File: src/source/board_pkg.sv
`default_nettype none

package board_pkg;

	// One player's joystick byte, bit 7 down to bit 0
	typedef struct packed {
		logic [1:0] unused;
		logic fire_b;         // Start
		logic fire_a;         // Coin
		logic up;
		logic down;
		logic left;
		logic right;
	} joy_t;

	// Menu status word from the board
	typedef struct packed {
		logic [20:0] spare_hi;   // Bits 31 to 11
		logic [3:0] playtime;    // 0 to 10, larger values clamp
		logic coinage;           // 0 one credit per coin, 1 two credits
		logic [4:0] spare_lo;    // Bits 5 to 1
		logic soft_reset;
	} status_t;

	localparam int PLAYTIME_MAX = 10;

	localparam int COIN_PULSE_CYCLES = 16;
	localparam int COIN_CNT_W = $clog2(COIN_PULSE_CYCLES);
	typedef logic [COIN_CNT_W-1:0] coin_cnt_t;

endpackage

`default_nettype wire

File: src/source/race_pkg.sv
`default_nettype none

package race_pkg;

	// Shrunk raster, counts start at zero
	localparam int H_TOTAL = 64;
	localparam int H_ACTIVE = 48;
	localparam int V_TOTAL = 40;
	localparam int V_ACTIVE = 32;
	localparam int HS_START = 52;
	localparam int HS_LEN = 4;
	localparam int VS_START = 35;
	localparam int VS_LEN = 2;

	typedef logic [5:0] hpos_t;
	typedef logic [5:0] vpos_t;

	typedef struct packed {
		hpos_t hpos;
		vpos_t vpos;
		logic hsync;
		logic vsync;
		logic blank;
	} raster_t;

	localparam int NUM_LANES = 2;

	typedef struct packed {
		logic up;
		logic down;
	} lane_cmd_t;

	localparam int LANE_COL [NUM_LANES] = '{12, 34}; // Left edge of each rocket
	localparam int ROCKET_W = 2;
	localparam int ROCKET_H = 3;
	localparam int LANE_BOTTOM = 28; // Home row, top of rocket

	typedef logic [3:0] score_t;
	localparam int SCORE_MAX = 15;
	localparam int SCORE_ROW = 30;

	typedef struct packed {
		logic rocket;
		logic score;
	} lane_pix_t;

	typedef logic [3:0] credits_t;
	localparam int CREDITS_MAX = 9;

	// Game length is GAME_BASE_FRAMES + FRAMES_PER_STEP * playtime
	localparam int FRAMES_PER_STEP = 4;
	localparam int GAME_BASE_FRAMES = 8;
	typedef logic [5:0] frames_t;

	typedef logic [3:0] intensity_t;
	localparam intensity_t INT_ROCKET = 4'd15;
	localparam intensity_t INT_SCORE = 4'd11;
	localparam intensity_t INT_BLACK = 4'd0;

endpackage

`default_nettype wire

File: src/source/raster_timing.sv
`timescale 1ns/1ps
`default_nettype none

module raster_timing (
	input wire logic clk_sys,
	input wire logic reset,
	output race_pkg::raster_t raster,
	output logic frame_tick
);
	import race_pkg::*;

	hpos_t hcnt;
	vpos_t vcnt;
	logic hs_next;
	logic vs_next;
	logic blank_next;

	// Free running position counters
	always_ff @(posedge clk_sys) begin
		if (reset) begin
			hcnt <= '0;
			vcnt <= '0;
		end else if (hcnt == hpos_t'(H_TOTAL - 1)) begin
			hcnt <= '0;
			if (vcnt == vpos_t'(V_TOTAL - 1))
				vcnt <= '0;
			else
				vcnt <= vcnt + 1'b1;
		end else begin
			hcnt <= hcnt + 1'b1;
		end
	end

	always_comb begin
		hs_next = int'(hcnt) >= HS_START && int'(hcnt) < HS_START + HS_LEN;
		vs_next = int'(vcnt) >= VS_START && int'(vcnt) < VS_START + VS_LEN;
		blank_next = int'(hcnt) >= H_ACTIVE || int'(vcnt) >= V_ACTIVE;
	end

	always_ff @(posedge clk_sys) begin
		if (reset) begin
			raster <= '{hpos: '0, vpos: '0, hsync: 1'b0, vsync: 1'b0, blank: 1'b1};
			frame_tick <= 1'b0;
		end else begin
			raster.hpos <= hcnt;
			raster.vpos <= vcnt;
			raster.hsync <= hs_next;
			raster.vsync <= vs_next;
			raster.blank <= blank_next;
			frame_tick <= hcnt == '0 && vcnt == '0; // Same cycle as position 0,0
		end
	end

endmodule

`default_nettype wire

File: src/source/control_decoder.sv
`timescale 1ns/1ps
`default_nettype none

module control_decoder (
	input wire logic clk_sys,
	input wire logic reset,
	input wire board_pkg::joy_t joy [race_pkg::NUM_LANES],
	input wire board_pkg::status_t status,
	input wire logic credit_light_n,
	output race_pkg::lane_cmd_t lane_cmd [race_pkg::NUM_LANES],
	output logic start,
	output logic coin_pulse,
	output logic coinage,
	output logic [3:0] playtime,
	output logic core_reset
);
	import board_pkg::*;
	import race_pkg::*;

	joy_t joy_q [NUM_LANES];
	logic [3:0] playtime_q;
	logic fire_a;
	logic fire_a_q;
	coin_cnt_t coin_cnt;

	always_ff @(posedge clk_sys) begin
		core_reset <= reset | status.soft_reset;
	end

	// Board inputs sampled once
	always_ff @(posedge clk_sys) begin
		if (reset) begin
			joy_q <= '{default: '0};
			coinage <= 1'b0;
			playtime_q <= '0;
		end else begin
			joy_q <= joy;
			coinage <= status.coinage;
			playtime_q <= status.playtime;
		end
	end

	always_comb begin
		fire_a = 1'b0;
		start = 1'b0;
		for (int i = 0; i < NUM_LANES; i++) begin
			fire_a = fire_a | joy_q[i].fire_a; // Either player inserts a coin
			start = start | joy_q[i].fire_b;
			lane_cmd[i].up = joy_q[i].up;
			lane_cmd[i].down = joy_q[i].down;
		end
	end

	assign playtime = (playtime_q > 4'(PLAYTIME_MAX)) ? 4'(PLAYTIME_MAX) : playtime_q;

	// Coin edge stretched to a fixed pulse, taken only with no credit left
	always_ff @(posedge clk_sys) begin
		if (reset || core_reset) begin
			fire_a_q <= 1'b0;
			coin_pulse <= 1'b0;
			coin_cnt <= '0;
		end else begin
			fire_a_q <= fire_a;
			if (coin_pulse) begin
				if (coin_cnt == coin_cnt_t'(COIN_PULSE_CYCLES - 1))
					coin_pulse <= 1'b0;
				coin_cnt <= coin_cnt + 1'b1;
			end else if (fire_a && !fire_a_q && credit_light_n) begin
				coin_pulse <= 1'b1;
				coin_cnt <= '0;
			end
		end
	end

endmodule

`default_nettype wire

File: src/source/credit_keeper.sv
`timescale 1ns/1ps
`default_nettype none

module credit_keeper (
	input wire logic clk_sys,
	input wire logic reset,
	input wire logic coin_pulse,
	input wire logic start,
	input wire logic coinage,
	input wire logic [3:0] playtime,
	input wire logic frame_tick,
	output logic game_active,
	output logic credit_light_n
);
	import race_pkg::*;

	credits_t credits;
	credits_t credits_next;
	frames_t frames_left;
	logic coin_pulse_q;
	logic coin_rise;
	logic game_start;

	assign coin_rise = coin_pulse & ~coin_pulse_q;
	assign game_start = start && !game_active && credits != '0;

	// Coinage first, then the start fee
	always_comb begin
		int total;
		total = int'(credits);
		if (coin_rise)
			total = total + (coinage ? 2 : 1);
		if (total > CREDITS_MAX)
			total = CREDITS_MAX;
		if (game_start)
			total = total - 1;
		credits_next = credits_t'(total);
	end

	always_ff @(posedge clk_sys) begin
		if (reset) begin
			coin_pulse_q <= 1'b0;
			credits <= '0;
			game_active <= 1'b0;
			frames_left <= '0;
		end else begin
			coin_pulse_q <= coin_pulse;
			credits <= credits_next;
			if (game_start) begin
				game_active <= 1'b1;
				frames_left <= frames_t'(GAME_BASE_FRAMES + FRAMES_PER_STEP * int'(playtime));
			end else if (game_active && frame_tick) begin
				frames_left <= frames_left - 1'b1;
				if (frames_left == frames_t'(1))
					game_active <= 1'b0; // Last frame of the game
			end
		end
	end

	assign credit_light_n = credits == '0;

endmodule

`default_nettype wire

File: src/source/rocket_lane.sv
`timescale 1ns/1ps
`default_nettype none

module rocket_lane #(
	parameter int LANE = 0
) (
	input wire logic clk_sys,
	input wire logic reset,
	input wire race_pkg::lane_cmd_t cmd,
	input wire logic game_active,
	input wire logic frame_tick,
	input wire race_pkg::raster_t raster,
	output race_pkg::lane_pix_t pix
);
	import race_pkg::*;

	localparam int COL = LANE_COL[LANE];

	vpos_t row; // Top row of the rocket
	score_t score;
	logic on_rocket;
	logic on_score;

	// Moves once per frame while a game runs
	always_ff @(posedge clk_sys) begin
		if (reset) begin
			row <= vpos_t'(LANE_BOTTOM);
			score <= '0;
		end else if (frame_tick && game_active) begin
			if (cmd.up) begin
				if (row == vpos_t'(1)) begin
					row <= vpos_t'(LANE_BOTTOM); // Reached the top, back home
					if (score != score_t'(SCORE_MAX))
						score <= score + 1'b1;
				end else begin
					row <= row - 1'b1;
				end
			end else if (cmd.down && int'(row) < LANE_BOTTOM) begin
				row <= row + 1'b1;
			end
		end
	end

	always_comb begin
		int h;
		int v;
		h = int'(raster.hpos);
		v = int'(raster.vpos);
		on_rocket = h >= COL && h < COL + ROCKET_W && v >= int'(row) && v < int'(row) + ROCKET_H;
		on_score = v == SCORE_ROW && h >= COL && h < COL + 2 * int'(score); // Two pixels a point
	end

	always_ff @(posedge clk_sys) begin
		if (reset) begin
			pix <= '0;
		end else begin
			pix.rocket <= on_rocket;
			pix.score <= on_score;
		end
	end

endmodule

`default_nettype wire

File: src/source/video_mixer.sv
`timescale 1ns/1ps
`default_nettype none

module video_mixer (
	input wire logic clk_sys,
	input wire logic reset,
	input wire race_pkg::raster_t raster,
	input wire race_pkg::lane_pix_t pix [race_pkg::NUM_LANES],
	output race_pkg::intensity_t video,
	output logic hsync,
	output logic vsync,
	output logic blank
);
	import race_pkg::*;

	logic hsync_q;
	logic vsync_q;
	logic blank_q;
	logic any_rocket;
	logic any_score;

	always_comb begin
		any_rocket = 1'b0;
		any_score = 1'b0;
		for (int i = 0; i < NUM_LANES; i++) begin
			any_rocket = any_rocket | pix[i].rocket;
			any_score = any_score | pix[i].score;
		end
	end

	always_ff @(posedge clk_sys) begin
		if (reset) begin
			hsync_q <= 1'b0;
			vsync_q <= 1'b0;
			blank_q <= 1'b1;
			hsync <= 1'b0;
			vsync <= 1'b0;
			blank <= 1'b1;
			video <= INT_BLACK;
		end else begin
			hsync_q <= raster.hsync; // Matches the lane flag delay
			vsync_q <= raster.vsync;
			blank_q <= raster.blank;
			hsync <= hsync_q;
			vsync <= vsync_q;
			blank <= blank_q;
			if (blank_q)
				video <= INT_BLACK;
			else if (any_rocket)
				video <= INT_ROCKET; // Rocket drawn over the score bar
			else if (any_score)
				video <= INT_SCORE;
			else
				video <= INT_BLACK;
		end
	end

endmodule

`default_nettype wire

File: src/source/space_race_board.sv
`timescale 1ns/1ps
`default_nettype none

module space_race_board (
	input wire logic clk_sys,
	input wire logic reset,
	input wire board_pkg::joy_t joy [race_pkg::NUM_LANES],
	input wire board_pkg::status_t status,
	output wire race_pkg::intensity_t video,
	output wire logic hsync,
	output wire logic vsync,
	output wire logic blank,
	output wire logic credit_light_n
);
	import race_pkg::*;

	wire logic core_reset;
	wire lane_cmd_t lane_cmd [NUM_LANES];
	wire logic start;
	wire logic coin_pulse;
	wire logic coinage;
	wire logic [3:0] playtime;
	wire logic game_active;
	wire raster_t raster;
	wire logic frame_tick;
	wire lane_pix_t lane_pix [NUM_LANES];

	control_decoder decoder_i (
		.clk_sys(clk_sys),
		.reset(reset), // Board reset, the rest of the core runs on core_reset
		.joy(joy),
		.status(status),
		.credit_light_n(credit_light_n),
		.lane_cmd(lane_cmd),
		.start(start),
		.coin_pulse(coin_pulse),
		.coinage(coinage),
		.playtime(playtime),
		.core_reset(core_reset)
	);

	credit_keeper credit_i (
		.clk_sys(clk_sys),
		.reset(core_reset),
		.coin_pulse(coin_pulse),
		.start(start),
		.coinage(coinage),
		.playtime(playtime),
		.frame_tick(frame_tick),
		.game_active(game_active),
		.credit_light_n(credit_light_n)
	);

	raster_timing timing_i (
		.clk_sys(clk_sys),
		.reset(core_reset),
		.raster(raster),
		.frame_tick(frame_tick)
	);

	// One lane per player
	for (genvar i = 0; i < NUM_LANES; i++) begin : g_lane
		rocket_lane #(.LANE(i)) lane_i (
			.clk_sys(clk_sys),
			.reset(core_reset),
			.cmd(lane_cmd[i]),
			.game_active(game_active),
			.frame_tick(frame_tick),
			.raster(raster),
			.pix(lane_pix[i])
		);
	end

	video_mixer mixer_i (
		.clk_sys(clk_sys),
		.reset(core_reset),
		.raster(raster),
		.pix(lane_pix),
		.video(video),
		.hsync(hsync),
		.vsync(vsync),
		.blank(blank)
	);

endmodule

`default_nettype wire

File: config.mk
export PLATFORM = sky130hd
export DESIGN_NAME = space_race_board
export DESIGN_NICKNAME = d
export VERILOG_FILES = /design/src/source/board_pkg.sv /design/src/source/race_pkg.sv /design/src/source/raster_timing.sv /design/src/source/control_decoder.sv /design/src/source/credit_keeper.sv /design/src/source/rocket_lane.sv /design/src/source/video_mixer.sv /design/src/source/space_race_board.sv
export SDC_FILE = /design/constraint.sdc
export NUM_CORES = 1
export LEC_CHECK = 0
export BUFFER_PORTS_ARGS = -buffer_cell sky130_fd_sc_hd__buf_2
export CAP_MARGIN = 40
export CORE_UTILIZATION = 25
export CTS_CLUSTER_DIAMETER = 50
export CTS_CLUSTER_SIZE = 25
export DETAILED_ROUTE_END_ITERATION = 7
export GPL_TIMING_DRIVEN = 0
export PLACE_DENSITY_LB_ADDON = 0.25
export SLEW_MARGIN = 10
export SYNTH_ARGS = -nofsm -noshare
export SYNTH_HDL_FRONTEND = slang
export SYNTH_SLANG_ARGS = --single-unit
File: constraint.sdc
create_clock -name clk_sys -period 3.25 [get_ports clk_sys]
set_input_delay 0 -clock clk_sys [delete_from_list [all_inputs] [get_ports clk_sys]]
set_output_delay 0 -clock clk_sys [all_outputs]
set_load 0.02 [all_outputs]
==> flow_summary.toml, run 1 <==
[run_status]
outcome = "completed"

[global_routing]
grt_pass1_wl_mm = 19.1
grt_max_degree = 17
grtUsageTotal = 0.121
grt_antenna_before_repair = 0
grt.overflow.total = 0
grt_pass1_vias = 3855

[cts]
cts_buffer_depth = 2
root_buffer = "clkbuf_16"
cts_tree = "done"
numCtsBuffers = 9
clk_latency_ps = 340
cts_setup_buffers = 0
clk_pin_slew_ps = 70
h-tree-depth = 3
clock_sinks = 91

[routing]
drc = 0
vias = 4082
drt_iter0_drc = 196
met3_wirelength_um = 382
firstDrtPassIters = 5
highest_layer = "met4"
wl_met2_mm = 5.67
wire_per_inst_um = 13.1
drt-total-wl_mm = 11.7
wl_met1_mm = 5.51
vias_per_cell = 4.58
ant_nets = 0

[timing]
finalCriticalPeriod_ps = 2860
fin_tns_setup_ps = 0
finalHoldWorstSlack_ps = 384
hold_viol = 0
clock_skew_ps = 8.39
setup_violations = 0
tightestPinTransition_ps = 775
min_period_over_period = 0.881
maxSlewViolCount = 0
maxSlewHeadroom = 0.483
rsz0062_at_grt = "false"
timing.fmax_mhz = 349

[logic_synthesis]
yosys-top-cells-area = "dfxtp_1 36%, ha_1 13%, nor2_1 4.2%, nor2b_1 4.0%, o21ai_0 3.5%"
synth_seq_cells = 91
synth_area_mm2 = 0.00501
synth_edf_count = 0
async_reset_ff_frac = 0
synth_top_area_share = 0.364
ys_seq_area_frac = 0.364
syn_inst = 569
ys.flop_type = "dfxtp_1"
synth_nets = 674
yosys_warnings = 0
synthDistinctLibCells = 58
avgSynthCellArea_um2 = 8.80
yosysTopAreaCell = "dfxtp_1"

[layout]
final_core_util = 0.304
syn2layout_area_growth_pct = 18.6
fin_cells = 892
drive_gt1_frac = 0.100
nets = 727
diodes = 0
fillerInstances = 2099

[floorplan]
die-area_mm2 = 0.0206
row_count = 51
core_area_mm2 = 0.0195
num_io_pins = 58
start_util = 0.257
fp.dieH_um = 144
die-width_um = 144

[place]
hpwl_mm = 8.52
gp_congestion = 0.866
io_buffers = 23
dp.cells = 858

[run]
maxCapViolCount = 0

[power]
ir_worst_vdd_v = 0.000239
p_per_area_mw_per_mm2 = 390
finalPower_uw = 2320
p_leak_uw = 0.00229

[setup_path]
worst-setup-path-type = "register to register"
slowest_delay_ps = 490
crit_arrival_ps = 3120
cp-end-kind = "register"
critPathMaxFanout = 4
slowest_stage = "nor3b_1"
cp.required_ps = 3510
critPathBufInv = 2
crit_family = "simple AND/OR/NAND/NOR gates"
startpoint_type = "register"
cp_cell_sequence = "inv_1 > ha_1 > inv_1 > fa_1 > nor3b_1 > o32ai_1 > o21ai_0 > ha_1 > or3_2 > o31ai_1"

[worst_hold_path]
hold_path_class = "input port to register"
-- what timing repair did --
item / 4_1_cts / 5_1_grt
endpoints found under the hold margin: 14 / 0
hold buffers: 18 / 0
gates resized for setup: 0 / 0
-- worst min-delay path, stage by stage --
cell	delay, ps
dlygate4sd3_1	520
buf_2	90
or2_2	90
-- cell type report --
class / instances / area (um2) / area share
plain buffers: 31 / 144 / 0.0242
clock buffers: 10 / 229 / 0.0385
repair buffers: 42 / 300 / 0.0505
inverters: 28 / 105 / 0.0177
clock inverters: 6 / 71.3 / 0.0120
well taps: 265 / 332 / 0.0558
multi-input cells: 419 / 2940 / 0.495
flip-flops and latches: 91 / 1820 / 0.307
-- placed cells by master (no fill, tap or decap), types with 4 or more instances in the layout --
| cell type | instances |
|---|---|
| a31oi_1 | 5 |
| nor3b_1 | 6 |
| nor2b_1 | 32 |
| xnor2_1 | 19 |
| nor3_1 | 21 |
| nand3_1 | 17 |
| and3_1 | 9 |
| o21ai_0 | 35 |
| inv_1 | 27 |
| buf_1 | 4 |
| o22ai_1 | 4 |
| xor2_1 | 13 |
| nor4b_1 | 5 |
| o21a_1 | 6 |
| or3_1 | 5 |
| nand2b_1 | 7 |
| a211oi_1 | 4 |
| or2_2 | 4 |
| clkbuf_1 | 22 |
| nand2_1 | 20 |
| nand4_1 | 6 |
| nor4_1 | 6 |
| a21o_1 | 13 |
| clkbuf_16 | 9 |
| nor2_1 | 56 |
| nand3b_1 | 4 |
| ha_1 | 54 |
| a21oi_1 | 23 |
| buf_2 | 25 |
| mux2_2 | 4 |
| dfxtp_1 | 91 |
| mux2i_1 | 6 |
| dlygate4sd3_1 | 18 |
-- cells in the mapped netlist (all sizes together) (17+ instances only) --
cell	instances
o21ai	35
nor2b	32
nor2	56
a21oi	23
xnor2	19
nand2	20
clkbuf	21
ha	54
nand3	17
nor3	21
inv	28
dfxtp	91
-- flip-flops by register name, summed over array words and instances, names as in the netlist, 2 cells and up --
register and count:
mixer_i.video 2, timing_i.raster 14, timing_i.vcnt 6, decoder_i.lane_cmd 4, credit_i.credits 4, credit_i.frames_left 6, decoder_i.joy_q 4, g_lane.lane_i.pix 4
decoder_i.coin_cnt 4, g_lane.lane_i.row 12, timing_i.hcnt 6, decoder_i.playtime_q 4, g_lane.lane_i.score 8
-- stage by stage --
stage,setup slack [ps],cell area (um2)
after floorplan,663,5010
after global placement,446,5460
after detailed placement,402,5460
after CTS,357,5940
after global routing,189,5940
final,385,5940
-- logic make-up (layout without fill, tap and decap cells) --
| logic type | after synthesis | count (layout) | share of synthesized area |
|---|---|---|---|
| and+or+nand+nor | 207 | 207 | 0.224 |
| xor gates and xnor gates | 32 | 32 | 0.0559 |
| adders and majority gates | 55 | 55 | 0.139 |
| AOI/OAI and AO/OA | 115 | 115 | 0.147 |
| muxes | 10 | 10 | 0.0210 |
| DFF | 91 | 91 | 0.364 |
| buffers and inverters | 59 | 117 | 0.0497 |
-- per-layer routing --
metal  vias up  track usage
li1       2097            -
met1      1910        0.151
met2        67        0.205
met3         8       0.0237
met4         0       0.0431
met5         -            0
-- final timing paths --
| check | slack, ps | cells past startpoint | startpoint | end |
|---|---|---|---|---|
| setup / recovery | 390 | 10 | decoder_i.coinage | credit_i.credits[1] |
| hold / removal | 380 | 3 | status[0] | decoder_i.core_reset |
| setup reg to reg | 390 | 10 | decoder_i.coinage | credit_i.credits[1] |
| hold reg to reg | 420 | 1 | timing_i.raster[0] | mixer_i.blank_q |
-- where the power goes --
group / total, uW / internal (uW) / switching (uW)
combinational: 120 / 53.7 / 66.3
sequential: 1140 / 1130 / 9.26
clock: 1060 / 603 / 457
No activity file was read; power rests on OpenSTA's default activity.
==> inputs of run 2 (changes only) <==
- CELL_PAD_IN_SITES_DETAIL_PLACEMENT: not set -> 1
- CELL_PAD_IN_SITES_GLOBAL_PLACEMENT: not set -> 1
==> run 2 against run 1 <==
Sequential power is essentially flat. Sequential cell count is the same. First-iteration DRC count decreased by 55%.
==> flow_summary.toml, run 2 (synthesis gave the netlist of run 1 again) <==
[setup_path]
critPathBufInv = 2
slowest_stage = "nor3b_1"
crit_family = "simple AND/OR/NAND/NOR gates"
rr_worst_depth = 10
startpoint_type = "register"
cp.depth = 10
cp_cell_sequence = "inv_1 > ha_1 > inv_1 > fa_1 > nor3b_1 > o32ai_1 > o21ai_0 > ha_1 > or3_2 > o31ai_1"
slowest_delay_ps = 480
critPathMaxFanout = 4
worst-setup-path-type = "register to register"
crit_arrival_ps = 3140
cp.required_ps = 3510
cp-end-kind = "register"

[global_routing]
grt_pass1_wl_mm = 21.8
grt_pass1_vias = 4355
grt_antenna_before_repair = 0
grtUsageTotal = 0.137
grt_max_degree = 16
grt.overflow.total = 0

[floorplan]
fp.dieH_um = 144
die-area_mm2 = 0.0206
die-width_um = 144
row_count = 51
start_util = 0.257
core_area_mm2 = 0.0195
num_io_pins = 58

[routing]
drc = 0
drt_iter0_drc = 89
wire_per_inst_um = 14.7
drt-total-wl_mm = 13.1
vias = 4148
firstDrtPassIters = 4
vias_per_cell = 4.65
ant_nets = 0

[cts]
h-tree-depth = 3
numCtsBuffers = 9
root_buffer = "clkbuf_16"
clock_sinks = 91
clk_pin_slew_ps = 70
clk_latency_ps = 350
cts_buffer_depth = 2
cts_tree = "done"
cts_resized = 0

[timing]
finalCriticalPeriod_ps = 2880
setup_slack_ps = 368
hold_viol = 0
tightestPinTransition_ps = 799
rsz0062_at_grt = "false"
clock_skew_ps = 7.73
finalHoldWorstSlack_ps = 385
fin_tns_setup_ps = 0
timing.fmax_mhz = 347
maxSlewViolCount = 0
min_period_over_period = 0.887
setup_violations = 0
maxSlewHeadroom = 0.467

[place]
io_buffers = 23
dpl_worst_slack_ps = 346
placed_area_mm2 = 0.00546
hpwl_mm = 9.70
dp.cells = 858
gp_congestion = 0.810

[run_status]
outcome = "completed"

[layout]
reg_top3 = "timing_i.raster: 14 flops, g_lane.lane_i.row: 12 flops, g_lane.lane_i.score: 8 flops"
drive_gt1_frac = 0.102
layout_commonest_cell = "dfxtp_1"
diodes = 0
mostFrequentLayoutCells = "91 x dfxtp_1, 56 x nor2_1, 54 x ha_1, 35 x o21ai_0, 32 x nor2b_1"
largest_reg_flops = 14
final_area_mm2 = 0.00594
regMostFlops = "timing_i.raster"
nets = 727
syn2layout_area_growth_pct = 18.6
fillerInstances = 2338
fin_cells = 892

[worst_hold_path]
hold_path_class = "input port to register"
holdPathStages = 3

[power]
p_leak_uw = 0.00229
p_per_area_mw_per_mm2 = 387
ir_worst_vdd_v = 0.000256

[run]
maxCapViolCount = 0
-- run 2: cell count changes in the layout (fill, tap and decap cells not counted) --
cell       before  now
clkbuf_1       22   21
bufinv_16       1    0
clkbuf_8        0    3
inv_6           2    1
-- run 2: metal layers --
layer	vias up	part of all wire	global-route usage
li1	2091	-	-
met1	2007	0.47	0.166
met2	29	0.49	0.237
met3	21	0.021	0.0213
met4	0	0.024	0.0649
met5	-	0	0
-- run 2: path summary, 6_finish.rpt --
check                                         from                    to  slack (ps)
worst min register to register  timing_i.raster[0]       mixer_i.blank_q         410
worst min-delay path                     status[0]  decoder_i.core_reset         380
worst max-delay path             decoder_i.coinage   credit_i.credits[1]         370
worst max register to register   decoder_i.coinage   credit_i.credits[1]         370
-- run 2: through the flow --
step / power (uW) / utilization
finish: 2300 / 0.304
global route: 2390 / 0.304
CTS: 2340 / 0.304
detailed placement: 1270 / 0.280
global placement: 1270 / 0.279
floorplan: 1230 / -
-- run 2: final cells by class --
type | instances | area, um2 | area share
Sequential cell | 91 | 1820 | 0.307
Timing Repair Buffer | 42 | 300 | 0.0505
Buffer | 31 | 144 | 0.0242
Clock buffer | 12 | 267 | 0.0449
Inverter | 28 | 105 | 0.0177
Multi-Input combinational cell | 419 | 2940 | 0.495
Tap cell | 265 | 332 | 0.0558
Clock inverter | 4 | 32.5 | 0.00548
-- run 2: worst min-delay path, stage by stage --
cell	delay, ps
dlygate4sd3_1	530
buf_2	90
or2_2	80
-- run 2: what timing repair did --
item,CTS,global route
hold endpoints to repair,14,0
setup endpoints to repair,0,0
buffers inserted,0,0
hold buffers,18,0
-- run 2: power by group --
part / internal [uW] / switching, uW / leakage, uW
Sequential: 1130 / 9.71 / 0.000738
Clock: 585 / 450 / 0.000141
Combinational: 53.9 / 68.8 / 0.00141
